<file path="config.mk">
export PLATFORM = sky130hd
export DESIGN_NAME = obj_scan
export DESIGN_NICKNAME = d
export VERILOG_FILES = /design/src/logic/obj_pkg.sv /design/src/logic/obj_scan.sv
export SDC_FILE = /design/constraint.sdc
export NUM_CORES = 1
export LEC_CHECK = 0
export BUFFER_PORTS_ARGS = -buffer_cell sky130_fd_sc_hd__buf_2
export CORE_UTILIZATION = 40
export DETAILED_ROUTE_END_ITERATION = 10
export SETUP_SLACK_MARGIN = 0.1
export SLEW_MARGIN = 20
export SYNTH_ARGS = -nofsm -noshare
export SYNTH_HDL_FRONTEND = slang
export SYNTH_SLANG_ARGS = --single-unit
</file>
<file path="constraint.sdc">
create_clock -name clk -period 16.45 [get_ports clk]
set_clock_uncertainty 0.1 [all_clocks]
set_input_delay 2.4675 -clock clk [delete_from_list [all_inputs] [get_ports clk]]
set_output_delay 2.4675 -clock clk [all_outputs]
set_load 0.1 [all_outputs]
</file>
<file path="src/logic/obj_pkg.sv">
/*
  Shared types and constants for the object line renderer.
  Holds the table entry, the scanner-to-drawer job, the line buffer
  write record, the FSM state encodings and the visible window.
  Modules pull it in with a wildcard import in their header.
*/
package obj_pkg;

    // ==================================================
    // Records
    // ==================================================

    // One object table entry, 42 bits
    typedef struct packed {
        logic [15:0] code;
        logic [8:0]  vpos;   // top line of the 16-line tile
        logic [8:0]  hpos;   // left pixel
        logic        hflip;
        logic [4:0]  pal;
        logic [1:0]  bank;
    } obj_entry_t;

    // Object picked for the current line
    typedef struct packed {
        logic [15:0] code;
        logic [3:0]  vsub;   // row inside the tile
        logic [8:0]  hpos;
        logic        hflip;
        logic [4:0]  pal;
        logic [1:0]  bank;
    } obj_job_t;

    // Pixel write, pal in data[8:4] and colour in data[3:0]
    typedef struct packed {
        logic [8:0] addr;
        logic [8:0] data;
    } buf_wr_t;

    // ==================================================
    // FSM states
    // ==================================================

    typedef enum logic [1:0] {
        scan_idle,
        scan_read,
        scan_test,
        scan_wait_draw
    } scan_state_t;

    typedef enum logic [1:0] {
        draw_idle,
        draw_fetch,
        draw_pixel
    } draw_state_t;

    // Objects are drawn only with hpos strictly inside this window
    localparam logic [8:0] hpos_min = 9'h30;
    localparam logic [8:0] hpos_max = 9'h1c0;

    localparam logic [3:0] colour_clear = 4'hf;

endpackage

</file>
<file path="src/logic/obj_scan.sv">
/*
  Object table and line scanner.
  The host fills the table one entry per strobe. On line_start the
  scanner walks every entry, hands objects that cross the line to the
  drawer one at a time and pulses line_done once the drawer is idle
  after the last entry.
*/
module obj_scan
    import obj_pkg::*;
#(
    parameter int obj_count = 16,
    localparam int idx_w = $clog2(obj_count)
) (
    input  logic             clk,
    input  logic             rst,

    // Host side
    input  logic             tbl_wr,
    input  logic [idx_w-1:0] tbl_idx,
    input  obj_entry_t       tbl_entry,
    input  logic             line_start,
    input  logic [8:0]       line,

    // Drawer side
    input  logic             idle,
    output logic             start,
    output obj_job_t         job,
    output logic             line_done
);

    obj_entry_t       tbl [obj_count];
    scan_state_t      state;
    logic [idx_w-1:0] idx;
    logic [idx_w-1:0] idx_next;
    logic [8:0]       line_q;
    obj_entry_t       cur;
    logic [8:0]       vdiff;
    logic             hit;
    logic             last;

    assign idx_next = idx + 1'b1;
    assign last     = (idx == idx_w'(obj_count - 1));

    // Row inside the tile, wraps modulo 512 like the line counter
    assign vdiff = line_q - cur.vpos;
    assign hit   = (vdiff[8:4] == 5'd0);

    always_ff @(posedge clk) begin
        if (tbl_wr) begin
            tbl[tbl_idx] <= tbl_entry;
        end
    end

    // ==================================================
    // Scan FSM
    // ==================================================
    always_ff @(posedge clk or posedge rst) begin
        if (rst) begin
            state     <= scan_idle;
            idx       <= '0;
            start     <= 1'b0;
            line_done <= 1'b0;
        end else begin
            start     <= 1'b0;
            line_done <= 1'b0;
            case (state)
                scan_idle: begin
                    if (line_start) begin
                        idx   <= '0;
                        state <= scan_read;
                    end
                end
                scan_read: begin
                    state <= scan_test;
                end
                scan_test: begin
                    if (hit) begin
                        if (idle) begin
                            start <= 1'b1;
                            state <= scan_wait_draw;
                        end
                    end else if (last) begin
                        line_done <= 1'b1;
                        state     <= scan_idle;
                    end else begin
                        // Misses move on one entry per cycle
                        idx <= idx_next;
                    end
                end
                scan_wait_draw: begin
                    // idle is stale in the cycle start is high
                    if (!start && idle) begin
                        if (last) begin
                            line_done <= 1'b1;
                            state     <= scan_idle;
                        end else begin
                            idx   <= idx_next;
                            state <= scan_read;
                        end
                    end
                end
                default: begin
                    state <= scan_idle;
                end
            endcase
        end
    end

    // Line latch, entry fetch and job build
    always_ff @(posedge clk) begin
        if (state == scan_idle && line_start) begin
            line_q <= line;
        end
        if (state == scan_read) begin
            cur <= tbl[idx];
        end else if (state == scan_test && !hit && !last) begin
            cur <= tbl[idx_next];
        end
        if (state == scan_test && hit) begin
            job.code  <= cur.code;
            job.vsub  <= vdiff[3:0];
            job.hpos  <= cur.hpos;
            job.hflip <= cur.hflip;
            job.pal   <= cur.pal;
            job.bank  <= cur.bank;
        end
    end

    // A new line must wait for line_done of the previous one
    assert property (@(posedge clk) disable iff (rst) line_start |-> state == scan_idle)
        else $error("line_start arrived while the scan was busy");

endmodule

</file>
==> metrics.md, run 1 <==
| Metric | Value |
|---|---|
| Setup Fix Bufs, Post-CTS | 0 |
| Initial antenna violation count | 9 |
| Layout cells sized above 1 | 45.5% |
| Syn_area_per_cell | 23.6 um^2 |
| Worst hold path class | flop to flop |
| Final hold viol count | 0 |
| Tot GR Track Use | 18.8% |
| Fillers | 6904 |
| Slew @ Worst Pin | 1.15 ns |
| Synth top area cells | edfxtp_1 (67%), mux4_2 (28%), mux2_2 (1.4%), clkbuf_1 (0.60%), dfrtp_1 (0.59%) |
| Busiest grt layer | met2 |
| Leak Pwr | between 10 and 15 nW |
| First-pass GRT wire length | 117000 um |
| Worst Hold Slack | approximately 0.32 ns |
| Top cell type's share of synthesized area | 66.8% |
| Most frequent cells in the layout | edfxtp_1 (760), mux4_2 (420), buf_2 (98) |
| TritonCTS clock tree | built |
| Crit share post-route | between 20% and 30% |
| Pre-antenna DRT Iters | 5 |
| Sequence of cells on the critical path | buf_4 > buf_4 > mux4_2 > mux4_2 > mux2_2 |
| DP Area | 0.0361 mm^2 |
| Worst slew margin | between 20% and 30% |
| I/O pins | 99 |
| Grt ovf | 0 |
| Seq/Total Area, Yosys | 67.4% |
| Gate power share | roughly two fifths |
| Post-Place Worst Slack | 11.88 ns |
| Input/output buffers | 98 |
| Yosys cell types | between 40 and 50 |
| Setup slack after layout | 12.00 ns |
| #FFs+latches synth | 768 |
| Via/cell ratio | 6.03 |
| DP Wirelength | slightly below 40000 um |
| Core area | 0.0841 mm^2 |
| Met2 Resource Use GR | 29.7% |
| Wire length per cell | roughly 29 um |
| Area occupied by multi-input gates | about 0.011 mm^2 |
| PostCTS Resize Cnt | 0 |
| Status | complete, no violations |
| Initial DRC Count | 1650 |
| Largest area contributor in the netlist | edfxtp_1 |
| Final Setup Violations | 0 |
| Clk slew on worst S/H paths | ~0.060 ns |
| Layout area overhead | 13.3% |
| Initial Utilization | 40.6% |
| Sw Pwr | 2.08 mW |
| Critical Path RT | 16.70 ns |
| Htree depth | 3 |
| Crit path launch type | flop |
| Slowest-stage cell, CP | dfrtp_4 |
| Crit path largest cell delay | 1.07 ns |
| Switch share | 29.8% |
| Reg2reg setup slack | 12.00 ns |
| Die width | 294 um |
| Fmax | 225 MHz |
| Flop pwr share | 35.4% |
| Met3 Use GR | between 3 and 4% |
| CP Max Fanout | 66 |
| Vias in the first global route | 17300 |
| Worst-Skew Late Latency | 0.62 ns |
| Largest net degree at the start of global routing | 93 |
| Slew Viols, Final | 0 |
| Routed WL | 80500 um |
| Die height | 294 um |
| Antenna viol nets, final | 0 |
| Die area | 0.0866 mm^2 |
| Final Wtd Congestion | 0.732 |
| CTS Root Cell | clkbuf_16 |
| FF+latch area | 0.0230 mm^2 |
| Kind of critical path | flop to flop |
| Clk pwr share | 25.4% |
| Clock Path Buffers | 3 |
| Met1 Usage GRT | 27.3% |
| Worst IR Drop VDD | 0.189 mV |
| Setup TNS | 0 ns |
| Total power | between 6 and 7 mW |
| Int Pwr | 4.89 mW |
| Warnings, synthesis | 0 |
| Mapped cell area | 0.0342 mm^2 |
| Sink Count | 768 |
| Crit end category | flop |
| Final instance area | 0.0387 mm^2 |
| Layout net count | approximately 1600 |
| Pwr dens | about 180 mW/mm^2 |
| Max Cap Viol | 0 |
| Min cycle time layout | 4.45 ns |
| RSZ-0062 raised after global routing | false |
| Hold buffer count at cts | 0 |
| Cell row count | approximately 110 |
| Syn Nets | 1520 |
| Leading cell type in the layout, fill and taps excluded | edfxtp_1 |
| CTS Buf Count | 82 |
| WP data arrival | 4.71 ns |
| DRC viols | 0 |
| DR vias | roughly 17000 |
| Cells after synthesis | 1450 |
area by class of cell:
cell class                      count  share of cell area [%]
Timing Repair Buffer              134                    2.00
Clock inverter                     41                   0.918
Antenna cell                        3                  0.0194
Tap cell                         1134                    3.67
Multi-Input combinational cell    568                    28.1
Sequential cell                   768                    59.5
Clock buffer                      104                    5.68
Inverter                           15                   0.145
metrics by stage:
step                utilization, %  std cells
global route                  46.0       2764
floorplan                        -       1450
detailed placement            43.0       2619
CTS                           46.0       2764
finish                        46.0       2767
global placement              43.0       2619
metal layers:
layer	wire (um)	share of wire, %
met5	26	0.032
met4	1410	1.8
met3	5370	6.7
met2	38700	48
met1	34900	43
path summary, 6_finish.rpt:
kind | cells past startpoint | startpoint | end
worst min register to register | 0 | cur[33] | job[28]
worst max-delay path | 5 | idx[1] | cur[9]
worst min-delay path | 0 | cur[33] | job[28]
worst max register to register | 5 | idx[1] | cur[9]
min in group asynchronous | 2 | rst | idx[2]
max in group asynchronous | 2 | rst | idx[0]
synth_stat cells, drive strengths merged:
cell	n
o21ai	4
dfrtp	8
a31oi	1
a211o	1
nand4	1
mux2	45
a22o	1
or3b	1
or4b	1
nand2	6
nor4	2
edfxtp	760
a22oi	2
nand3	4
nor2	19
o22ai	1
o2bb2ai	1
or4	2
fa	1
o31ai	1
a211oi	2
o21a	7
mux4	420
nor2b	5
xnor2	4
o31a	2
a21oi	2
buf	44
nor3	8
or2	1
nand3b	2
nand2b	5
nor3b	1
a21boi	1
ha	9
inv	15
xor2	1
clkbuf	55
o221ai	1
a2bb2oi	2
nor4b	1
flip-flops by register name, indices dropped and copies added (netlist names):
| name | cells |
|---|---|
| tbl | 672 |
| cur | 42 |
| job | 37 |
| line_q | 9 |
| idx | 4 |
| state | 2 |
| line_done | 1 |
| start | 1 |
worst max-delay path: cells and delay by family (launching register included):
| family | cells | cell delay (ns) |
|---|---|---|
| buffers and inverters | 2 | 1.74 |
| flip-flops | 1 | 1.07 |
| multiplexers | 3 | 1.17 |
cells by family (layout without fill, tap and decap cells):
group           Yosys count  in the layout  synth area share (%)
flops                   768            768                  67.4
mux                     465            465                  29.2
buf+inv                 114            294                  1.36
simple gates             59             59                 0.967
compound gates           29             29                 0.619
fa+ha+maj                10             10                 0.388
xor+xnor                  5              5                 0.128
other cells               0              3                     0
power by group through the flow:
stage	Clock, mW	Combinational [mW]	Sequential (mW)
final	1.77	2.73	2.47
after CTS	1.81	2.79	2.47
after floorplan	0	2.20	2.47
after global routing	1.89	2.93	2.48
after detailed placement	0	2.78	2.51
after global placement	0	2.77	2.51
No activity file was read; power rests on OpenSTA's default activity.
==> inputs of run 2 (changes only) <==
clock period = 4.5 ns   (was 16.45 ns; I/O delays follow)
==> metrics.md, run 2 (synthesized netlist as in run 1, its figures left out) <==
| Metric | Value |
|---|---|
| Status | complete, no violations |
| Cell row count | approximately 110 |
| Switch share | 29.9% |
| Clk slew on worst S/H paths | ~0.060 ns |
| Flop pwr share | about a third |
| Clock Path Buffers | 3 |
| Worst-Skew Late Latency | approximately 0.64 ns |
| Crit path largest cell delay | just under 0.8 ns |
| Die area | a little under 0.09 mm^2 |
| Clk pwr share | 25.4% |
| Top delay family on crit path | simple AND/OR/NAND/NOR gates |
| First-pass GRT wire length | 121000 um |
| Pwr dens | 659 mW/mm^2 |
| FF-to-FF path depth | 8 |
| Critical Path RT | approximately 4.7 ns |
| Initial antenna violation count | 9 |
| WP data arrival | around 3.8 ns |
| Initial DRC Count | 1764 |
| Sw Pwr | 7.69 mW |
| Fmax | 283 MHz |
| Largest net degree at the start of global routing | 170 |
| Layout net count | about 1700 |
| Wire length per cell | 30.0 um |
| Routed WL | 83600 um |
| Final Setup Violations | 0 |
| Sequence of cells on the critical path | ha_1 > fa_1 > nor2b_1 > o31a_2 > a22oi_1 > or4_4 > nor4_4 > buf_4 |
| Max Cap Viol | 0 |
| Worst path depth | 8 |
| Grt ovf | 0 |
| DR vias | 16900 |
| Via/cell ratio | 6.07 |
| CTS Root Cell | clkbuf_16 |
| Crit share post-route | 78.6% |
| Antenna viol nets, final | 0 |
| DRC viols | 0 |
| Layout cells sized above 1 | between 40 and 50% |
| Most frequent cells in the layout | edfxtp_1 (760), mux4_2 (420), buf_2 (98) |
| Initial Utilization | between 40% and 50% |
| Final hold viol count | 0 |
| Slew @ Worst Pin | between 1 and 1.5 ns |
| Pre-antenna DRT Iters | 5 |
| Min cycle time layout | between 3 and 4 ns |
| Htree depth | 3 |
| Worst slew margin | 23.2% |
| Final Wtd Congestion | 0.750 |
| CP Buf/Inv Count | 1 |
| Leak Pwr | 12.1 nW |
| Core area | about 0.084 mm^2 |
| Crit path launch type | flop |
| Sink Count | 768 |
| Layout area overhead | 14.1% |
| I/O pins | 99 |
| Gate power share | 39.8% |
| Slew Viols, Final | 0 |
| Die height | 294 um |
| RSZ-0062 raised after global routing | false |
| Leading cell type in the layout, fill and taps excluded | edfxtp_1 |
| Slowest-stage cell, CP | nor4_4 |
| Input/output buffers | 98 |
| Largest reg by FF count | tbl |
| Crit end category | flop |
| Worst IR Drop VDD | 0.638 mV |
| Int Pwr | between 15 and 20 mW |
| Die width | around 290 um |
| Worst hold path depth | 1 |
| Tot GR Track Use | 19.7% |
| Setup TNS | 0 ns |
| Fillers | just under 7000 |
| PostCTS Resize Cnt | 0 |
| DP Wirelength | 43300 um |
| Largest register FFs | between 600 and 700 |
| TritonCTS clock tree | built |
| CP Max Fanout | 10 |
| Post-Place Worst Slack | 0.970 ns |
| Setup Fix Bufs, Post-CTS | 0 |
| CTS Buf Count | 84 |
| Worst hold path class | primary input to flop |
| Setup slack after layout | approximately 0.96 ns |
| Vias in the first global route | 17800 |
| Largest regs | tbl x672, cur x42, job x37 |
| Kind of critical path | flop to flop |
[run 2: cell count changes in the layout (fill, tap and decap cells not counted), moves of 2 or more]
cell and delta:
buf_12 +12, buf_4 -2, bufinv_16 -2, clkbuf_1 +2, clkbuf_8 +2, inv_6 +2
[run 2: layout make-up]
class,count,area (um^2),area share [%]
timing repair buffer,146,1040,2.66
clock buffer,109,2260,5.79
antenna,2,5.00,0.0128
clock inverter,43,333,0.853
inverter,15,56.3,0.144
multi-input combinational,568,10900,27.9
tap,1134,1420,3.64
sequential,768,23000,59.1
[run 2: power by group through the flow]
stage	Combinational [mW]	Sequential (mW)	Clock (mW)
3_3_place_gp	10.3	9.11	0
2_1_floorplan	8.03	9.00	0
6_report	10.2	8.95	6.52
3_5_place_dp	10.4	9.12	0
5_1_grt	11.0	8.99	6.94
4_1_cts	10.4	8.97	6.68
[run 2: worst paths after layout]
path / startpoint / to / slack (ns)
worst max register to register: cur[17] / job[25] / 0.96
max in group asynchronous: rst / idx[1] / 3.44
worst min register to register: cur[12] / job[12] / 0.32
worst min-delay path: line[7] / line_q[7] / 0.12
worst max-delay path: cur[17] / job[25] / 0.96
min in group asynchronous: rst / idx[2] / 0.55
[run 2: stage by stage]
step           util [%]  power [mW]  cells  hold slack [ns]  area (um^2)
3_3_place_gp       43.2        19.4   2628            0.302        36400
3_5_place_dp       43.2        19.5   2628            0.305        36400
6_report           46.4        25.7   2785            0.120        39000
2_1_floorplan         -        17.0   1450            0.300        34200
5_1_grt            46.4        26.9   2785            0.101        39000
4_1_cts            46.3        26.1   2781           0.0840        39000
[run 2: worst reg2reg max path: stages, from the launching register on]
cell	delay, ns
edfxtp_1	0.37
ha_1	0.22
fa_1	0.41
nor2b_1	0.17
o31a_2	0.16
a22oi_1	0.09
or4_4	0.58
nor4_4	0.77
buf_4	0.36
[run 2: repair_timing]
| action | in CTS | in global routing |
|---|---|---|
| hold endpoints to repair | 8 | 0 |
| hold buffers | 1 | 0 |
| endpoints found under the setup margin | 0 | 0 |
[run 2: metal layers]
layer | share of wire (%) | track usage [%] | vias to the layer above
li1 | - | - | 6771
met1 | 42 | 27.1 | 9326
met2 | 49 | 32.1 | 642
met3 | 6.4 | 3.56 | 146
met4 | 2.5 | 5.69 | 8
met5 | 0.062 | 0 | -
==> inputs of run 3 (changes only) <==
clock period = 2.97 ns   (was 4.5 ns; I/O delays follow)
==> metrics.md, run 3 (synthesized netlist as in run 1, its figures left out) <==
| Metric | Value |
|---|---|
| Largest regs | tbl x672, cur x42, job x37 |
| Die height | 294 um |
| Fmax | 339 MHz |
| Wire length per cell | 30.2 um |
| Final Util | 48.3% |
| WP data arrival | 3.21 ns |
| Min cycle time layout | a little under 3 ns |
| First-pass GRT wire length | 124000 um |
| Largest register FFs | 672 |
| Setup TNS | 0 ns |
| Layout area overhead | 18.9% |
| Status | complete, no violations |
| Sw Pwr | approximately 12 mW |
| Die width | 294 um |
| Sequence of cells on the critical path | ha_4 > buf_12 > buf_16 > mux4_2 > mux4_2 > mux2_4 |
| Via/cell ratio | 6.07 |
| Grt ovf | 0 |
| TritonCTS clock tree | built |
| Worst IR Drop VDD | approximately 0.7 mV |
| Critical Path RT | about 3.2 ns |
| FF+latch area | about 0.023 mm^2 |
| Initial antenna violation count | 9 |
| Initial Utilization | 40.6% |
| Crit share post-route | 99.2% |
| Input/output buffers | 98 |
| Slew Viols, Final | 0 |
| Worst hold path class | primary input to flop |
| Switch share | 29.3% |
| Final hold viol count | 0 |
| Cell row count | 106 |
| Max Cap Viol | 0 |
| Worst slew margin | 44.6% |
| Antenna viol nets, final | 0 |
| Sink Count | between 700 and 800 |
| Layout net count | 1730 |
| Clock Path Buffers | 3 |
| Setup slack after layout | approximately 0.024 ns |
| Pre-antenna DRT Iters | 5 |
| Most frequent cells in the layout | edfxtp_1 (760), mux4_2 (420), buf_2 (98) |
| Initial DRC Count | 1839 |
| Flop pwr share | 31.4% |
| Fin cells | 2856 |
| Tot GR Track Use | 20.1% |
| Cell mode on critical path | mux4_2 |
| CTS Root Cell | clkbuf_16 |
| Crit end category | flop |
| Leading cell type in the layout, fill and taps excluded | edfxtp_1 |
| Fillers | between 6000 and 7000 |
| Largest reg by FF count | tbl |
| Slew @ Worst Pin | between 0.8 and 0.9 ns |
| Final Setup Violations | 0 |
| I/O pins | 99 |
| Slowest-stage cell, CP | mux4_2 |
| Final Wtd Congestion | 0.780 |
| Area occupied by multi-input gates | 0.0111 mm^2 |
| Pwr dens | 1050 mW/mm^2 |
| Clk pwr share | 24.2% |
| Largest net degree at the start of global routing | 74 |
| CP Buf/Inv Count | 2 |
| CP Max Fanout | 9 |
| Routed WL | ~86000 um |
| Gate power share | approximately 44% |
| Crit path launch type | flop |
| Top delay family on crit path | multiplexers |
| DP Wirelength | 48000 um |
| Worst-Skew Late Latency | 0.62 ns |
| Placed Cells | around 2700 |
| Leak Pwr | 13.0 nW |
| Clk slew on worst S/H paths | 0.06 ns |
| Kind of critical path | flop to flop |
| CTS Buf Count | 81 |
| Post-Place Worst Slack | -0.103 ns |
| RSZ-0062 raised after global routing | true |
| Layout cells sized above 1 | 49.1% |
| DRC viols | 0 |
| Core area | approximately 0.084 mm^2 |
| Die area | 0.0866 mm^2 |
| Worst Hold Slack | 0.0828 ns |
| DR vias | 17300 |
| Vias in the first global route | 17900 |
| Htree depth | 3 |
| Crit path largest cell delay | 0.51 ns |
| Int Pwr | between 30 and 40 mW |
==> run 3: cell types whose count changed in the layout (fill, tap and decap cells not counted), moves of 5 or more <==
cell	previous run	this run
clkinv_1	15	10
clkbuf_1	21	13
clkbuf_16	86	95
dlygate4sd3_1	1	10
buf_4	33	52
buf_8	0	5
mux2_2	44	7
mux2_4	1	38
buf_6	0	10
buf_12	13	38
==> run 3: metrics by stage <==
step	power, mW	cell area (um^2)
after floorplan	26.0	34300
after global placement	30.7	37100
after detailed placement	30.7	37100
after CTS	41.4	40100
after global routing	44.3	40600
final	42.5	40600
==> run 3: routing by layer <==
layer	up-vias	GRT usage [%]	part of all wire (%)	wire (um)
met5	-	0	0.080	69
met4	12	5.23	2.0	1700
met3	128	3.96	7.6	6540
met2	727	34.0	51	43900
met1	9533	26.8	39	34100
li1	6934	-	-	-
==> run 3: cell type report <==
type	count	area share, %
multi-input cells	568	27.4
flip-flops and latches	768	56.7
clock buffers	106	5.68
well taps	1134	3.49
diodes	1	0.00616
repair buffers	226	5.58
clock inverters	38	0.979
inverters	15	0.139
==> run 3: worst min-delay path, delay by kind of cell <==
family                 cells  cell delay [ns]
buffers and inverters      1             0.17
and+or+nand+nor            2             0.15
==> run 3: worst paths after layout <==
| path | startpoint | slack [ns] | depth (start not counted) | endpoint |
|---|---|---|---|---|
| min in group asynchronous | rst | 0.31 | 3 | idx[0] |
| worst max register to register | idx[0] | 0.02 | 6 | cur[1] |
| worst min register to register | cur[8] | 0.32 | 0 | job[8] |
| worst min-delay path | idle | 0.08 | 3 | start |
| worst max-delay path | idx[0] | 0.02 | 6 | cur[1] |
| max in group asynchronous | rst | 2.16 | 3 | idx[1] |
==> run 3: timing repair <==
item	CTS	global route
hold endpoints to repair	17	0
setup endpoints to repair	110	101
pin swaps	6	6
hold buffers	10	0
buffers inserted	11	8
gates cloned	2	8
gates resized for setup	16	55
==> run 3: power groups by stage <==
| stage | Clock [mW] | Sequential (mW) | Combinational, mW |
|---|---|---|---|
| after global placement | 0 | 13.5 | 17.1 |
| after detailed placement | 0 | 13.6 | 17.1 |
| after global routing | 10.9 | 13.4 | 20.0 |
| final | 10.3 | 13.4 | 18.9 |
| after floorplan | 0 | 13.6 | 12.4 |
| after CTS | 10.5 | 13.4 | 17.5 |
