## src/logic/obj_pkg.sv

```systemverilog
/*
  Shared types and constants for the object line renderer.
  Holds the table entry, the scanner-to-drawer job, the line buffer
  write record, the FSM state encodings and the visible window.
  Modules pull it in with a wildcard import in their header.
*/
package obj_pkg;

    // ==================================================
    // Records
    // ==================================================

    // One object table entry, 42 bits
    typedef struct packed {
        logic [15:0] code;
        logic [8:0]  vpos;   // top line of the 16-line tile
        logic [8:0]  hpos;   // left pixel
        logic        hflip;
        logic [4:0]  pal;
        logic [1:0]  bank;
    } obj_entry_t;

    // Object picked for the current line
    typedef struct packed {
        logic [15:0] code;
        logic [3:0]  vsub;   // row inside the tile
        logic [8:0]  hpos;
        logic        hflip;
        logic [4:0]  pal;
        logic [1:0]  bank;
    } obj_job_t;

    // Pixel write, pal in data[8:4] and colour in data[3:0]
    typedef struct packed {
        logic [8:0] addr;
        logic [8:0] data;
    } buf_wr_t;

    // ==================================================
    // FSM states
    // ==================================================

    typedef enum logic [1:0] {
        scan_idle,
        scan_read,
        scan_test,
        scan_wait_draw
    } scan_state_t;

    typedef enum logic [1:0] {
        draw_idle,
        draw_fetch,
        draw_pixel
    } draw_state_t;

    // Objects are drawn only with hpos strictly inside this window
    localparam logic [8:0] hpos_min = 9'h30;
    localparam logic [8:0] hpos_max = 9'h1c0;

    localparam logic [3:0] colour_clear = 4'hf;

endpackage

```

## src/logic/obj_draw.sv

```systemverilog
/*
  Tile row drawer.
  Takes one job from the scanner, reads the two 32-bit halves of the
  tile row from graphics ROM and writes 8 pixels per half into the line
  buffer, one per cycle. All-ones words are skipped. Jobs with hpos
  outside the visible window are dropped and idle stays high.
*/
module obj_draw
    import obj_pkg::*;
(
    input  logic        clk,
    input  logic        rst,

    // Scanner side
    input  obj_job_t    job,
    input  logic        start,
    output logic        idle,

    // Line buffer
    output buf_wr_t     wr,
    output logic        wr_en,

    // Graphics ROM
    output logic [19:0] rom_addr,
    output logic [1:0]  rom_bank,
    output logic        rom_half,
    output logic        rom_cs,
    input  logic [31:0] rom_data,
    input  logic        rom_ok
);

    draw_state_t state;
    logic [1:0]  hold;      // blanks rom_ok after each new address
    logic        second;    // working on the second half
    logic [3:0]  cnt;
    logic [31:0] pix;
    logic [8:0]  addr;
    logic [4:0]  pal;
    logic        hflip;

    logic        in_window;
    logic        accept;
    logic        rom_good;
    logic        fetch_ok;
    logic        blank;
    logic        emit;

    // Four pixel planes, one bit per byte of the word
    function automatic logic [3:0] pick_colour(input logic [31:0] w, input logic flip);
        logic [3:0] c;
        if (flip) begin
            c = {w[24], w[16], w[8], w[0]};
        end else begin
            c = {w[31], w[23], w[15], w[7]};
        end
        return c;
    endfunction

    assign in_window = (job.hpos > hpos_min) && (job.hpos < hpos_max);
    assign accept    = (state == draw_idle) && start && in_window;
    assign rom_good  = rom_ok && (hold == 2'b00);
    assign fetch_ok  = (state == draw_fetch) && rom_good;
    assign blank     = &rom_data;
    assign emit      = (state == draw_pixel) && !cnt[3];
    assign idle      = (state == draw_idle);

    // ==================================================
    // Control
    // ==================================================
    always_ff @(posedge clk or posedge rst) begin
        if (rst) begin
            state  <= draw_idle;
            hold   <= 2'b00;
            second <= 1'b0;
            cnt    <= 4'd0;
            rom_cs <= 1'b0;
            wr_en  <= 1'b0;
        end else begin
            hold  <= hold >> 1;
            wr_en <= emit;
            case (state)
                draw_idle: begin
                    rom_cs <= 1'b0;
                    if (accept) begin
                        state  <= draw_fetch;
                        rom_cs <= 1'b1;
                        hold   <= 2'b11;
                        second <= 1'b0;
                    end
                end
                draw_fetch: begin
                    if (rom_good) begin
                        // Half toggles after the first word, cs drops after the second
                        if (second) begin
                            rom_cs <= 1'b0;
                        end else begin
                            hold <= 2'b11;
                        end
                        if (!blank) begin
                            cnt   <= 4'd0;
                            state <= draw_pixel;
                        end else if (second) begin
                            state <= draw_idle;
                        end else begin
                            second <= 1'b1;
                        end
                    end
                end
                draw_pixel: begin
                    // cnt 8 lets the last write leave before idle rises
                    if (cnt[3]) begin
                        if (second) begin
                            state <= draw_idle;
                        end else begin
                            second <= 1'b1;
                            state  <= draw_fetch;
                        end
                    end else begin
                        cnt <= cnt + 4'd1;
                    end
                end
                default: begin
                    state <= draw_idle;
                end
            endcase
        end
    end

    // ==================================================
    // Data path
    // ==================================================
    always_ff @(posedge clk) begin
        if (accept) begin
            rom_addr <= {job.code, job.vsub};
            rom_bank <= job.bank;
            rom_half <= job.hflip;
            addr     <= job.hpos;
            pal      <= job.pal;
            hflip    <= job.hflip;
        end
        if (fetch_ok) begin
            pix <= rom_data;
            if (!second) begin
                rom_half <= ~rom_half;
            end
            if (blank) begin
                addr <= addr + 9'd8;
            end
        end
        if (emit) begin
            wr.addr <= addr;
            wr.data <= {pal, pick_colour(pix, hflip)};
            addr    <= addr + 9'd1;
            // Shift in ones so the tail never looks like a colour
            pix     <= hflip ? {1'b1, pix[31:1]} : {pix[30:0], 1'b1};
        end
    end

    // Pixel writes belong to a running job
    assert property (@(posedge clk) disable iff (rst) wr_en |-> !idle)
        else $error("pixel write while the drawer is idle");

endmodule

```

## config.mk

```make
export PLATFORM = sky130hd
export DESIGN_NAME = obj_draw
export DESIGN_NICKNAME = d
export VERILOG_FILES = /design/src/logic/obj_pkg.sv /design/src/logic/obj_draw.sv
export SDC_FILE = /design/constraint.sdc
export NUM_CORES = 1
export LEC_CHECK = 0
export ABC_CLOCK_PERIOD_IN_PS = 4400
export BUFFER_PORTS_ARGS = -buffer_cell sky130_fd_sc_hd__buf_2
export CAP_MARGIN = 20
export CORE_ASPECT_RATIO = 0.9
export CORE_MARGIN = 4
export CORE_UTILIZATION = 57
export DETAILED_ROUTE_END_ITERATION = 16
export PLACE_DENSITY = 0.9
export SETUP_SLACK_MARGIN = 0.4
export SYNTH_ARGS = -nofsm -noshare
export SYNTH_HDL_FRONTEND = slang
export SYNTH_SLANG_ARGS = --single-unit
```

## constraint.sdc

```tcl
create_clock -name clk -period 4.4 [get_ports clk]
set_input_delay 0.88 -clock clk [delete_from_list [all_inputs] [get_ports clk]]
set_output_delay 0.88 -clock clk [all_outputs]
set_load 0.02 [all_outputs]
```

==> qor.log, run 1 <==
[sta] total count of hold-check failures in the final report 0
[drt] number of vias after detailed routing 3367
[critical_path] nature of the critical path endpoint flip-flop
[drt] DR vias/cell 5.845
[final_layout] most common library cell in the layout ignoring fill and taps sky130_fd_sc_hd__buf_2
[floorplan] width of the die 102.0 um
[drt] number of detailed-routing iterations run before antenna repair 5
[final_layout] Sequential Area 0.002848 mm^2
[floorplan] Die Footprint 0.009438 mm^2
[critical_path] data required time at the worst endpoint 4.71 ns
[floorplan] Die Y-Extent 92.57 um
[clocking] Hold-fix buffers, CTS 0
[clocking] H-tree levels 3
[place] weighted congestion at the end of routability-driven global placement 0.8685
[drt] initial drt markers 264
[place] total instance count after detailed placement 559
[synth] number of library cell types mapped by synthesis 51
[sta] relative slew slack 58.10%
[sta] Worst Tran Pin Value 0.6286 ns
[global_routing] via count of the first global-routing pass 3201
[final_layout] highest-count cells in the layout ignoring fill and taps sky130_fd_sc_hd__buf_2 (116), sky130_fd_sc_hd__edfxtp_1 (81), sky130_fd_sc_hd__nand2_1 (47)
[final_layout] Area Growth Syn to Fin 19.03%
[flow_run] Max Cap Viol 0
[synth] average cell area after synthesis 12.62 um^2
[drt] wire length per cell after detailed routing 18.08 um
[power] Leakage 2.305 nW
[final_layout] Multi-input gate area 0.001558 mm^2
[sta] max-slew violation total from the final report 0
[synth] Syn Std Cell Area 0.004529 mm^2
[sta] clock skew after layout 0.01716 ns
[final_layout] share of layout cells above drive strength 1 32.29%
[clocking] clock latency reported for the late side of the worst-skew pair 0.37 ns
[synth] count of flip-flops with a built-in enable after synthesis 81
[floorplan] io pins 117
[clocking] number of sinks on the clock net 99
[sta] post-route minimum period 2.823 ns
[synth] async set or reset register ratio after synthesis 11.11%
[global_routing] first-pass GRT wire length 15850 um
[synth] cell count after synthesis 359
[sta] maximum clock frequency 354.2 MHz
[sta] Finish-stage setup viols 0
[place] worst slack at placement 1.339 ns
[clocking] clock tree from TritonCTS done
[drt] overall routed net length 10410 um
[final_layout] post-layout net count 555
[synth] post-synth net total 439
[final_layout] Fillers 519
[clocking] cts bufs inserted 9
[clocking] CTS max path bufs 2
[final_layout] count of antenna diodes in the layout 0
[synth] part of the Yosys area used for sequential elements 62.87%
[final_layout] fin cells 576
[global_routing] Congestion Overflow GR 0
[sta] final worst setup slack 1.577 ns
[floorplan] core area 0.007620 mm^2
[critical_path] startpoint-to-endpoint class of the critical path flip-flop to flip-flop
[power] power per standard cell area 614.5 mW/mm^2
[synth] Synth Flop Type sky130_fd_sc_hd__edfxtp_1
[power] worst supply voltage drop on vdd 0.3891 mV
[sta] final cycle utilization of the critical path 64.16%
[min_path] class of the tightest hold or removal check flip-flop to flip-flop
[sta] unrepaired setup endpoints after global routing no
[floorplan] starting density of the core 59.44%
[clocking] post-CTS setup buffer count 0
[clocking] clock slew seen by the registers of the worst setup and hold paths 0.11 ns
[clocking] clock root cell sky130_fd_sc_hd__clkbuf_8
[critical_path] Worst Path Max Fanout 24
[drt] antenna violation net count after detailed routing 0
[global_routing] Overall Global Routing Usage 21.95%
[place] post-detail-place hpwl 7529 um
[clocking] CTS-repair resized insts 0
[place] IO buf count 116
[global_routing] maximum number of pins on one net before global-route repair 74
[synth] number of synthesized register bits 99
[drt] drt drc 0
[global_routing] number of antenna violations at the first check in global routing 0
[critical_path] Crit path arrival time 3.13 ns
[floorplan] FP Rows 30
[sta] Setup Total Neg Slack 0 ns
[synth] Synth warnings 0
[outcome] outcome completed
[critical_path] category of the worst setup path launch point flip-flop
==> synthesized netlist by cell type, types with 2 or more instances <==
cell	instances	area (um^2)
sky130_fd_sc_hd__inv_1	13	48.80
sky130_fd_sc_hd__clkbuf_1	8	30.03
sky130_fd_sc_hd__a21oi_1	8	40.04
sky130_fd_sc_hd__nand3_1	11	55.05
sky130_fd_sc_hd__nand4_1	9	56.30
sky130_fd_sc_hd__a221o_1	3	30.03
sky130_fd_sc_hd__mux2i_1	37	370.4
sky130_fd_sc_hd__dfxtp_1	7	140.1
sky130_fd_sc_hd__xnor2_1	2	17.52
sky130_fd_sc_hd__a211oi_1	3	22.52
sky130_fd_sc_hd__edfxtp_1	81	2432
sky130_fd_sc_hd__nand2b_1	4	25.02
sky130_fd_sc_hd__or3_1	2	12.51
sky130_fd_sc_hd__nor4_4	2	42.54
sky130_fd_sc_hd__o21ai_0	37	185.2
sky130_fd_sc_hd__mux2_2	7	78.83
sky130_fd_sc_hd__buf_1	2	7.510
sky130_fd_sc_hd__or2_0	2	12.51
sky130_fd_sc_hd__nor2_1	12	45.04
sky130_fd_sc_hd__nand2_1	47	176.4
sky130_fd_sc_hd__ha_1	7	87.58
sky130_fd_sc_hd__and3_1	5	31.28
sky130_fd_sc_hd__buf_2	6	30.03
sky130_fd_sc_hd__dfrtp_1	11	275.3
sky130_fd_sc_hd__and2_1	2	12.51
sky130_fd_sc_hd__a31oi_1	4	25.02
sky130_fd_sc_hd__o211ai_1	3	22.52
==> cell families after synthesis <==
family	synth area share [%]
simple gates	11.68
flops	62.87
compound gates	10.22
mux	10.17
buf+inv	2.735
fa+ha+maj	1.934
xor+xnor	0.3868
==> area by class of cell <==
cell class                 instances  share of cell area (%)
inverter                          13                  0.9051
multi-input combinational        230                   28.89
timing repair buffer             122                   11.60
clock buffer                       9                   2.298
tap                               96                   2.228
sequential                        99                   52.82
clock inverter                     7                   1.253
==> routing by layer <==
metal	vias to the layer above	GRT usage [%]	share of wire (%)
li1	1578	-	-
met1	1632	28.87	40
met2	145	36.80	52
met3	12	4.744	7.1
met4	0	6.011	1.1
met5	-	0	0
==> final timing paths <==
check                                     startpoint  slack, ns            endpoint  cells past startpoint
worst max register to register  state[0]$_DFFE_PP0P_       1.58     addr[3]$_DFF_P_                      9
worst min-delay path                pal[2]$_DFFE_PN_       0.43     wr[6]$_DFFE_PP_                      0
max in group asynchronous                        rst       3.57  cnt[3]$_DFFE_PP0P_                      2
worst max-delay path            state[0]$_DFFE_PP0P_       1.58     addr[3]$_DFF_P_                      9
worst min register to register      pal[2]$_DFFE_PN_       0.43     wr[6]$_DFFE_PP_                      0
min in group asynchronous                        rst       0.50  cnt[1]$_DFFE_PP0P_                      2
==> metrics by stage <==
stage                     area, um^2  utilization [%]  power (mW)  hold slack [ns]
after floorplan                 4529                -       2.383           0.4003
after global placement          5192            68.14       2.665           0.4028
after detailed placement        5192            68.14       2.744           0.4045
after CTS                       5384            70.66       3.311           0.4305
after global routing            5391            70.76       3.507           0.4401
final                           5391            70.76       3.313           0.4308
==> worst max-delay path: stages (launching register included) <==
cell and delay, ns:
sky130_fd_sc_hd__dfrtp_1 0.43, sky130_fd_sc_hd__inv_1 0.11, sky130_fd_sc_hd__ha_1 0.26, sky130_fd_sc_hd__nand2_1 0.12, sky130_fd_sc_hd__a31oi_1 0.27, sky130_fd_sc_hd__nand2_1 0.39
sky130_fd_sc_hd__inv_1 0.44, sky130_fd_sc_hd__buf_4 0.38, sky130_fd_sc_hd__nand3_1 0.16, sky130_fd_sc_hd__a41oi_2 0.21
==> sequential cells by signal, summed over array words and instances (netlist names) <==
name and count:
addr 9, cnt 4, hflip 1, hold 2, pal 5, pix 32
rom_addr 20, rom_bank 2, rom_cs 1, rom_half 1, second 1, state 2
wr 18, wr_en 1
==> report_power, final <==
group | leakage (nW) | switching (mW) | internal (mW) | total [mW]
sequential | 0.956 | 0.200 | 1.42 | 1.62
clock | 0.0993 | 0.348 | 0.221 | 0.569
combinational | 1.25 | 0.706 | 0.422 | 1.13
No activity file was read; power rests on OpenSTA's default activity.
==> run 2: changes to the inputs <==
Settings changed: ABC_CLOCK_PERIOD_IN_PS 4400 to 2700, CORE_UTILIZATION 57 to 53, PLACE_DENSITY 0.9 to 0.85.
Clock period 4.4 ns to 2.7 ns, I/O delays scaled along.
==> run 2 against run 1 <==
  * Critical path type unchanged
  * Global-route usage decreased by 2.4 points
  * Worst hold slack got worse by 0.28 ns
  * Largest cell class unchanged
  * Design area rose by 1.8%
  * Critical path depth down 2
  * Clock-buffer cell count unchanged
  * Cell count increased by 3.3%
  * Die area rose by 6.9%
  * Clock skew shrank 0.0054 ns
  * Non-clock buffer count stayed put
==> qor.log, run 2 (same netlist as run 1, synthesis figures left out) <==
[outcome] outcome completed
[power] power per standard cell area 995.1 mW/mm^2 [+62%]
[sta] final cycle utilization of the critical path 80.00% [+16 points]
[clocking] clock slew seen by the registers of the worst setup and hold paths 0.11 ns [about the same]
[place] post-detail-place hpwl 7197 um [-4.4%]
[sta] Worst Tran Pin Value 0.5625 ns [-0.06612 ns]
[global_routing] Overall Global Routing Usage 19.53% [-2.4 points]
[sta] total count of hold-check failures in the final report 0 [unchanged]
[critical_path] Crit path arrival time 2.30 ns [-0.83 ns]
[final_layout] largest registers pix (32), rom_addr (20), wr (18)
[final_layout] Area Growth Syn to Fin 21.22%
[drt] antenna violation net count after detailed routing 0 [unchanged]
[clocking] post-CTS setup buffer count 0 [unchanged]
[floorplan] io pins 117 [unchanged]
[final_layout] most common library cell in the layout ignoring fill and taps sky130_fd_sc_hd__buf_2
[flow_run] Max Cap Viol 0 [unchanged]
[clocking] clock latency reported for the late side of the worst-skew pair 0.37 ns [about the same]
[clocking] H-tree levels 3 [unchanged]
[drt] wire length per cell after detailed routing 16.73 um [-7.5%]
[sta] max-slew violation total from the final report 0 [unchanged]
[final_layout] Sequential Area 0.002848 mm^2 [unchanged]
[final_layout] post-route cell area 0.005490 mm^2 [+1.8%]
[final_layout] Fillers 606 [+17%]
[sta] post-route minimum period 2.160 ns [-0.6631 ns]
[final_layout] max FFs per register 32 [unchanged]
[floorplan] core area 0.008184 mm^2 [+7.4%]
[drt] number of vias after detailed routing 3272 [-2.8%]
[drt] drt drc 0 [unchanged]
[clocking] CTS max path bufs 2 [unchanged]
[power] Leakage 2.309 nW [+0.19%]
[clocking] Hold-fix buffers, CTS 0 [unchanged]
[floorplan] Die Y-Extent 95.70 um [+3.4%]
[sta] Setup Total Neg Slack 0 ns [unchanged]
[sta] maximum clock frequency 462.9 MHz [+31%]
[critical_path] startpoint-to-endpoint class of the critical path flip-flop to flip-flop
[global_routing] via count of the first global-routing pass 3194 [-0.22%]
[power] worst supply voltage drop on vdd 0.6440 mV [+66%]
[place] IO buf count 116 [unchanged]
[critical_path] category of the worst setup path launch point flip-flop
[global_routing] Congestion Overflow GR 0 [unchanged]
[floorplan] starting density of the core 55.34% [-4.1 points]
[critical_path] data required time at the worst endpoint 2.84 ns [-1.87 ns]
[sta] Finish-stage setup viols 0 [unchanged]
[final_layout] highest-count cells in the layout ignoring fill and taps sky130_fd_sc_hd__buf_2 (116), sky130_fd_sc_hd__edfxtp_1 (81), sky130_fd_sc_hd__nand2_1 (45)
[critical_path] nature of the critical path endpoint flip-flop
[clocking] number of sinks on the clock net 99 [unchanged]
[clocking] clock tree from TritonCTS done
[drt] initial drt markers 216 [-18%]
[floorplan] width of the die 105.4 um [+3.4%]
[clocking] clock root cell sky130_fd_sc_hd__clkbuf_8
[drt] overall routed net length 9955 um [-4.4%]
[floorplan] FP Rows 31 [+3.3%]
[clocking] cts bufs inserted 9 [unchanged]
[drt] number of detailed-routing iterations run before antenna repair 5 [unchanged]
[critical_path] Worst Path Max Fanout 14 [-42%]
[final_layout] most flop-heavy register pix
[global_routing] maximum number of pins on one net before global-route repair 62 [-16%]
[place] instance area after placement 0.005246 mm^2 [+1.0%]
[final_layout] count of antenna diodes in the layout 0 [unchanged]
[final_layout] Multi-input gate area 0.001595 mm^2 [+2.4%]
[sta] clock skew after layout 0.01178 ns [-0.005383 ns]
[global_routing] number of antenna violations at the first check in global routing 0 [unchanged]
[critical_path] worst reg2reg path depth 7 [-2]
[place] weighted congestion at the end of routability-driven global placement 0.9007 [+3.7%]
[final_layout] share of layout cells above drive strength 1 33.75% [+1.5 points]
[sta] unrepaired setup endpoints after global routing no
[global_routing] first-pass GRT wire length 15380 um [-3.0%]
[sta] relative slew slack 62.50% [+4.4 points]
[min_path] class of the tightest hold or removal check primary input to asynchronous set/reset pin
[drt] DR vias/cell 5.499 [-5.9%]
[floorplan] Die Footprint 0.01009 mm^2 [+6.9%]
[final_layout] post-layout net count 555 [unchanged]
-- run 2: cell count changes in the layout (fill, tap and decap cells not counted), sizes merged --
cell / delta
clkbuf: -1
clkinv: +1
inv: -2
buf: +1
clkinvlp: +1
-- run 2: worst max-delay path: stages, from the launching register on --
cell and delay, ns:
sky130_fd_sc_hd__dfrtp_1 0.44, sky130_fd_sc_hd__inv_1 0.11, sky130_fd_sc_hd__ha_2 0.24, sky130_fd_sc_hd__nand2_1 0.12
sky130_fd_sc_hd__a31oi_2 0.25, sky130_fd_sc_hd__nand2_4 0.20, sky130_fd_sc_hd__mux2_2 0.31, sky130_fd_sc_hd__a31o_2 0.25
-- run 2: stage by stage --
step	setup slack, ns	hold WS [ns]	total power [mW]	utilization, %	cells
3_5_place_dp	0.2518	0.4054	4.482	64.10	579
5_1_grt	0.4148	0.1783	5.791	67.08	595
3_3_place_gp	0.3043	0.4032	4.396	64.10	579
4_1_cts	0.4302	0.1453	5.466	66.87	595
6_report	0.5399	0.1510	5.463	67.08	595
2_1_floorplan	0.4053	0.3924	3.904	-	359
-- run 2: power breakdown --
group	internal, mW	switching [mW]	leakage (nW)	total (mW)
Combinational	0.713	1.15	1.25	1.87
Sequential	2.31	0.314	0.956	2.62
Clock	0.379	0.598	0.107	0.977
-- run 2: worst paths after layout --
check                                          start               endpoint  slack, ns
min in group clk                             job[19]  rom_addr[2]$_DFFE_PN_       0.33
worst min register to register      pal[4]$_DFFE_PN_        wr[8]$_DFFE_PP_       0.43
worst max register to register  state[0]$_DFFE_PP0P_      addr[0]$_DFFE_PP_       0.54
worst min-delay path                             rst   state[0]$_DFFE_PP0P_       0.15
max in group asynchronous                        rst     cnt[2]$_DFFE_PP0P_       2.24
worst max-delay path            state[0]$_DFFE_PP0P_      addr[0]$_DFFE_PP_       0.54
-- run 2: per-layer routing --
metal,vias up,GRT usage (%),routed length [um]
met5,-,0,0
met2,98,31.74,5033
li1,1584,-,-
met3,8,4.762,510
met4,0,6.011,87
met1,1582,26.30,4323
-- run 2: layout make-up --
class,count,share of cell area [%]
multi-input cells,230,29.06
clock buffers,9,2.256
repair buffers,122,11.53
inverters,13,0.9572
flip-flops and latches,99,51.87
well taps,115,2.621
clock inverters,7,1.709
-- run 2: repair_timing --
item	in CTS	in global routing
endpoints found under the hold margin	0	0
endpoints found under the setup margin	31	35
pin swaps	0	0
resized for setup	2	4
==> run 3: changes to the inputs <==
Settings changed: ABC_CLOCK_PERIOD_IN_PS 2700 to 2000.
Clock period 2.7 ns to 2 ns, I/O delays scaled along.
==> run 3 against run 2 <==
  * Cell count grew 9.6%
  * Worst setup slack got worse by 0.46 ns
  * Largest cell class unchanged
  * Power increased by 73%
  * First-iteration DRC count up 100%
==> qor.log, run 3 (same netlist as run 1, synthesis figures left out) <==
[final_layout] fin cells 652 [+9.6%]
[critical_path] startpoint-to-endpoint class of the critical path flip-flop to flip-flop
[power] power share of the clock group 14.0% [-3.9 points]
[power] worst supply voltage drop on vdd 1.061 mV [+65%]
[sta] maximum clock frequency 519.9 MHz [+12%]
[place] IO buf count 116 [unchanged]
[critical_path] category of the worst setup path launch point flip-flop
[flow_run] Max Cap Viol 0 [unchanged]
[power] combinational cell fraction of total power 48.0% [+14 points]
[sta] Finish-stage setup viols 0 [unchanged]
[final_layout] largest registers pix (32), rom_addr (20), wr (18)
[global_routing] via count of the first global-routing pass 3844 [+20%]
[power] sequential fraction of design power 38.0% [-10 points]
[floorplan] width of the die 105.4 um [unchanged]
[final_layout] Fillers 419 [-31%]
[clocking] Hold-fix buffers, CTS 0 [unchanged]
[critical_path] Worst Path Max Fanout 5 [-9]
[min_path] class of the tightest hold or removal check primary input to asynchronous set/reset pin
[global_routing] Congestion Overflow GR 0 [unchanged]
[floorplan] Die Footprint 0.01009 mm^2 [unchanged]
[critical_path] slack of the worst reg-to-reg path 0.08 ns [-0.46 ns]
[global_routing] first-pass GRT wire length 19560 um [+27%]
[sta] clock skew after layout 0.02045 ns [+0.008668 ns]
[critical_path] Critical path origin state[0]$_DFFE_PP0P_
[sta] Setup Total Neg Slack 0 ns [unchanged]
[final_layout] share of layout cells above drive strength 1 49.16% [+15 points]
[floorplan] core area 0.008184 mm^2 [unchanged]
[final_layout] post-layout net count 612 [+10%]
[critical_path] data required time at the worst endpoint 2.30 ns [-0.54 ns]
[final_layout] most flop-heavy register pix
[floorplan] Die Y-Extent 95.70 um [unchanged]
[global_routing] number of antenna violations at the first check in global routing 0 [unchanged]
[floorplan] io pins 117 [unchanged]
[drt] wire length per cell after detailed routing 22.11 um [+32%]
[drt] initial drt markers 436 [+100%]
[clocking] clock latency reported for the late side of the worst-skew pair 0.38 ns [about the same]
[outcome] outcome completed
[power] Leakage 2.766 nW [+20%]
[sta] unrepaired setup endpoints after global routing yes
[drt] overall routed net length 14410 um [+45%]
[floorplan] starting density of the core 55.34% [unchanged]
[critical_path] nature of the critical path endpoint flip-flop
[floorplan] FP Rows 31 [unchanged]
[power] power per standard cell area 1441 mW/mm^2 [+45%]
[drt] antenna violation net count after detailed routing 0 [unchanged]
[power] overall power consumption 9.440 mW [+73%]
[drt] number of detailed-routing iterations run before antenna repair 5 [unchanged]
[power] cell-internal power 5.805 mW [+71%]
[final_layout] count of antenna diodes in the layout 0 [unchanged]
[place] worst slack at placement 0.01256 ns [-0.2392 ns]
[sta] max-slew violation total from the final report 0 [unchanged]
[clocking] clock slew seen by the registers of the worst setup and hold paths 0.11 ns [about the same]
[critical_path] Crit path arrival time 2.22 ns [-0.08 ns]
[final_layout] max FFs per register 32 [unchanged]
[global_routing] maximum number of pins on one net before global-route repair 37 [-40%]
[sta] final cycle utilization of the critical path 96.17% [+16 points]
[clocking] clock root cell sky130_fd_sc_hd__clkbuf_8
[sta] post-route minimum period 1.923 ns [-0.2368 ns]
[place] total instance count after detailed placement 589 [+1.7%]
[sta] Worst Tran Pin Value 0.4640 ns [-0.09850 ns]
[critical_path] endpoint of the worst register-to-register path addr[8]$_DFF_P_
[global_routing] Overall Global Routing Usage 25.25% [+5.7 points]
[drt] number of vias after detailed routing 3966 [+21%]
[sta] relative slew slack 69.04% [+6.5 points]
[final_layout] Area Growth Syn to Fin 44.67%
[final_layout] most common library cell in the layout ignoring fill and taps sky130_fd_sc_hd__buf_2
[final_layout] final core occ 80.06% [+13 points]
[clocking] clock tree from TritonCTS done
[sta] final worst setup slack 0.07670 ns [-0.4632 ns]
[clocking] cts bufs inserted 9 [unchanged]
[clocking] H-tree levels 3 [unchanged]
[drt] DR vias/cell 6.083 [+11%]
[power] switch share 38.50% [+0.73 points]
[final_layout] highest-count cells in the layout ignoring fill and taps sky130_fd_sc_hd__buf_2 (115), sky130_fd_sc_hd__edfxtp_1 (81), sky130_fd_sc_hd__mux2i_1 (36)
[place] post-detail-place hpwl 7347 um [+2.1%]
[sta] total count of hold-check failures in the final report 0 [unchanged]
[power] switching power 3.635 mW [+76%]
[critical_path] Reg2Reg Launch Point state[0]$_DFFE_PP0P_
[drt] drt drc 0 [unchanged]
[clocking] CTS max path bufs 2 [unchanged]
[critical_path] worst reg2reg path depth 8 [+1]
[clocking] number of sinks on the clock net 99 [unchanged]
[critical_path] Critical path destination addr[8]$_DFF_P_
[place] weighted congestion at the end of routability-driven global placement 0.9044 [+0.41%]
==> run 3: how the worst min path moves through the flow <==
stage	from	end	slack, ns	cells past startpoint
floorplan	rst	cnt[0]$_DFFE_PP0P_	0.25	1
global placement	pal[3]$_DFFE_PN_	wr[7]$_DFFE_PP_	0.40	0
detailed placement	pal[1]$_DFFE_PN_	wr[5]$_DFFE_PP_	0.41	0
CTS	rst	state[0]$_DFFE_PP0P_	0.02	2
global route	rst	rom_cs$_DFFE_PP0P_	0.04	2
finish	rst	state[0]$_DFFE_PP0P_	0.01	2
==> run 3: power by group through the flow <==
stage	Sequential [mW]	Clock, mW	Combinational, mW
3_3_place_gp	3.53	0	2.68
3_5_place_dp	3.57	0	2.79
5_1_grt	3.64	1.43	4.78
4_1_cts	3.51	1.32	3.66
2_1_floorplan	3.69	0	1.86
6_report	3.58	1.33	4.53
==> run 3: layout make-up <==
class / count / area, um^2 / share of cell area, %
timing repair buffer: 175 / 1329 / 20.28
clock buffer: 10 / 137.6 / 2.100
multi-input combinational: 234 / 1969 / 30.06
sequential: 99 / 2848 / 43.46
clock inverter: 6 / 65.06 / 0.9929
inverter: 13 / 60.06 / 0.9166
tap: 115 / 143.9 / 2.196
==> run 3: layer usage <==
layer	global-route usage (%)	vias to the layer above	wire (um)
li1	-	1719	-
met1	30.34	1927	5066
met2	43.42	260	7488
met3	5.567	60	1292
met4	12.79	0	567
met5	0	-	0
==> run 3: through the flow <==
stage	hold WS [ns]	instance area [um^2]
after floorplan	0.2524	4755
after global placement	0.4023	5482
after detailed placement	0.4074	5482
after CTS	0.01700	6215
after global routing	0.03785	6553
final	0.01086	6553
==> run 3: repair_timing <==
| item | CTS | global route |
|---|---|---|
| endpoints found under the setup margin | 81 | 114 |
| resized for setup | 33 | 75 |
| setup buffers | 24 | 13 |
| pin swaps | 16 | 9 |
| cloned | 8 | 2 |
==> run 3: worst max-delay path, stage by stage (launching register included) <==
cell and delay [ns]:
sky130_fd_sc_hd__dfrtp_1 0.42, sky130_fd_sc_hd__inv_2 0.07, sky130_fd_sc_hd__buf_4 0.14, sky130_fd_sc_hd__ha_4 0.17, sky130_fd_sc_hd__nand2b_4 0.13, sky130_fd_sc_hd__a21oi_1 0.09
sky130_fd_sc_hd__or3b_4 0.41, sky130_fd_sc_hd__or3_1 0.32, sky130_fd_sc_hd__o211ai_1 0.10
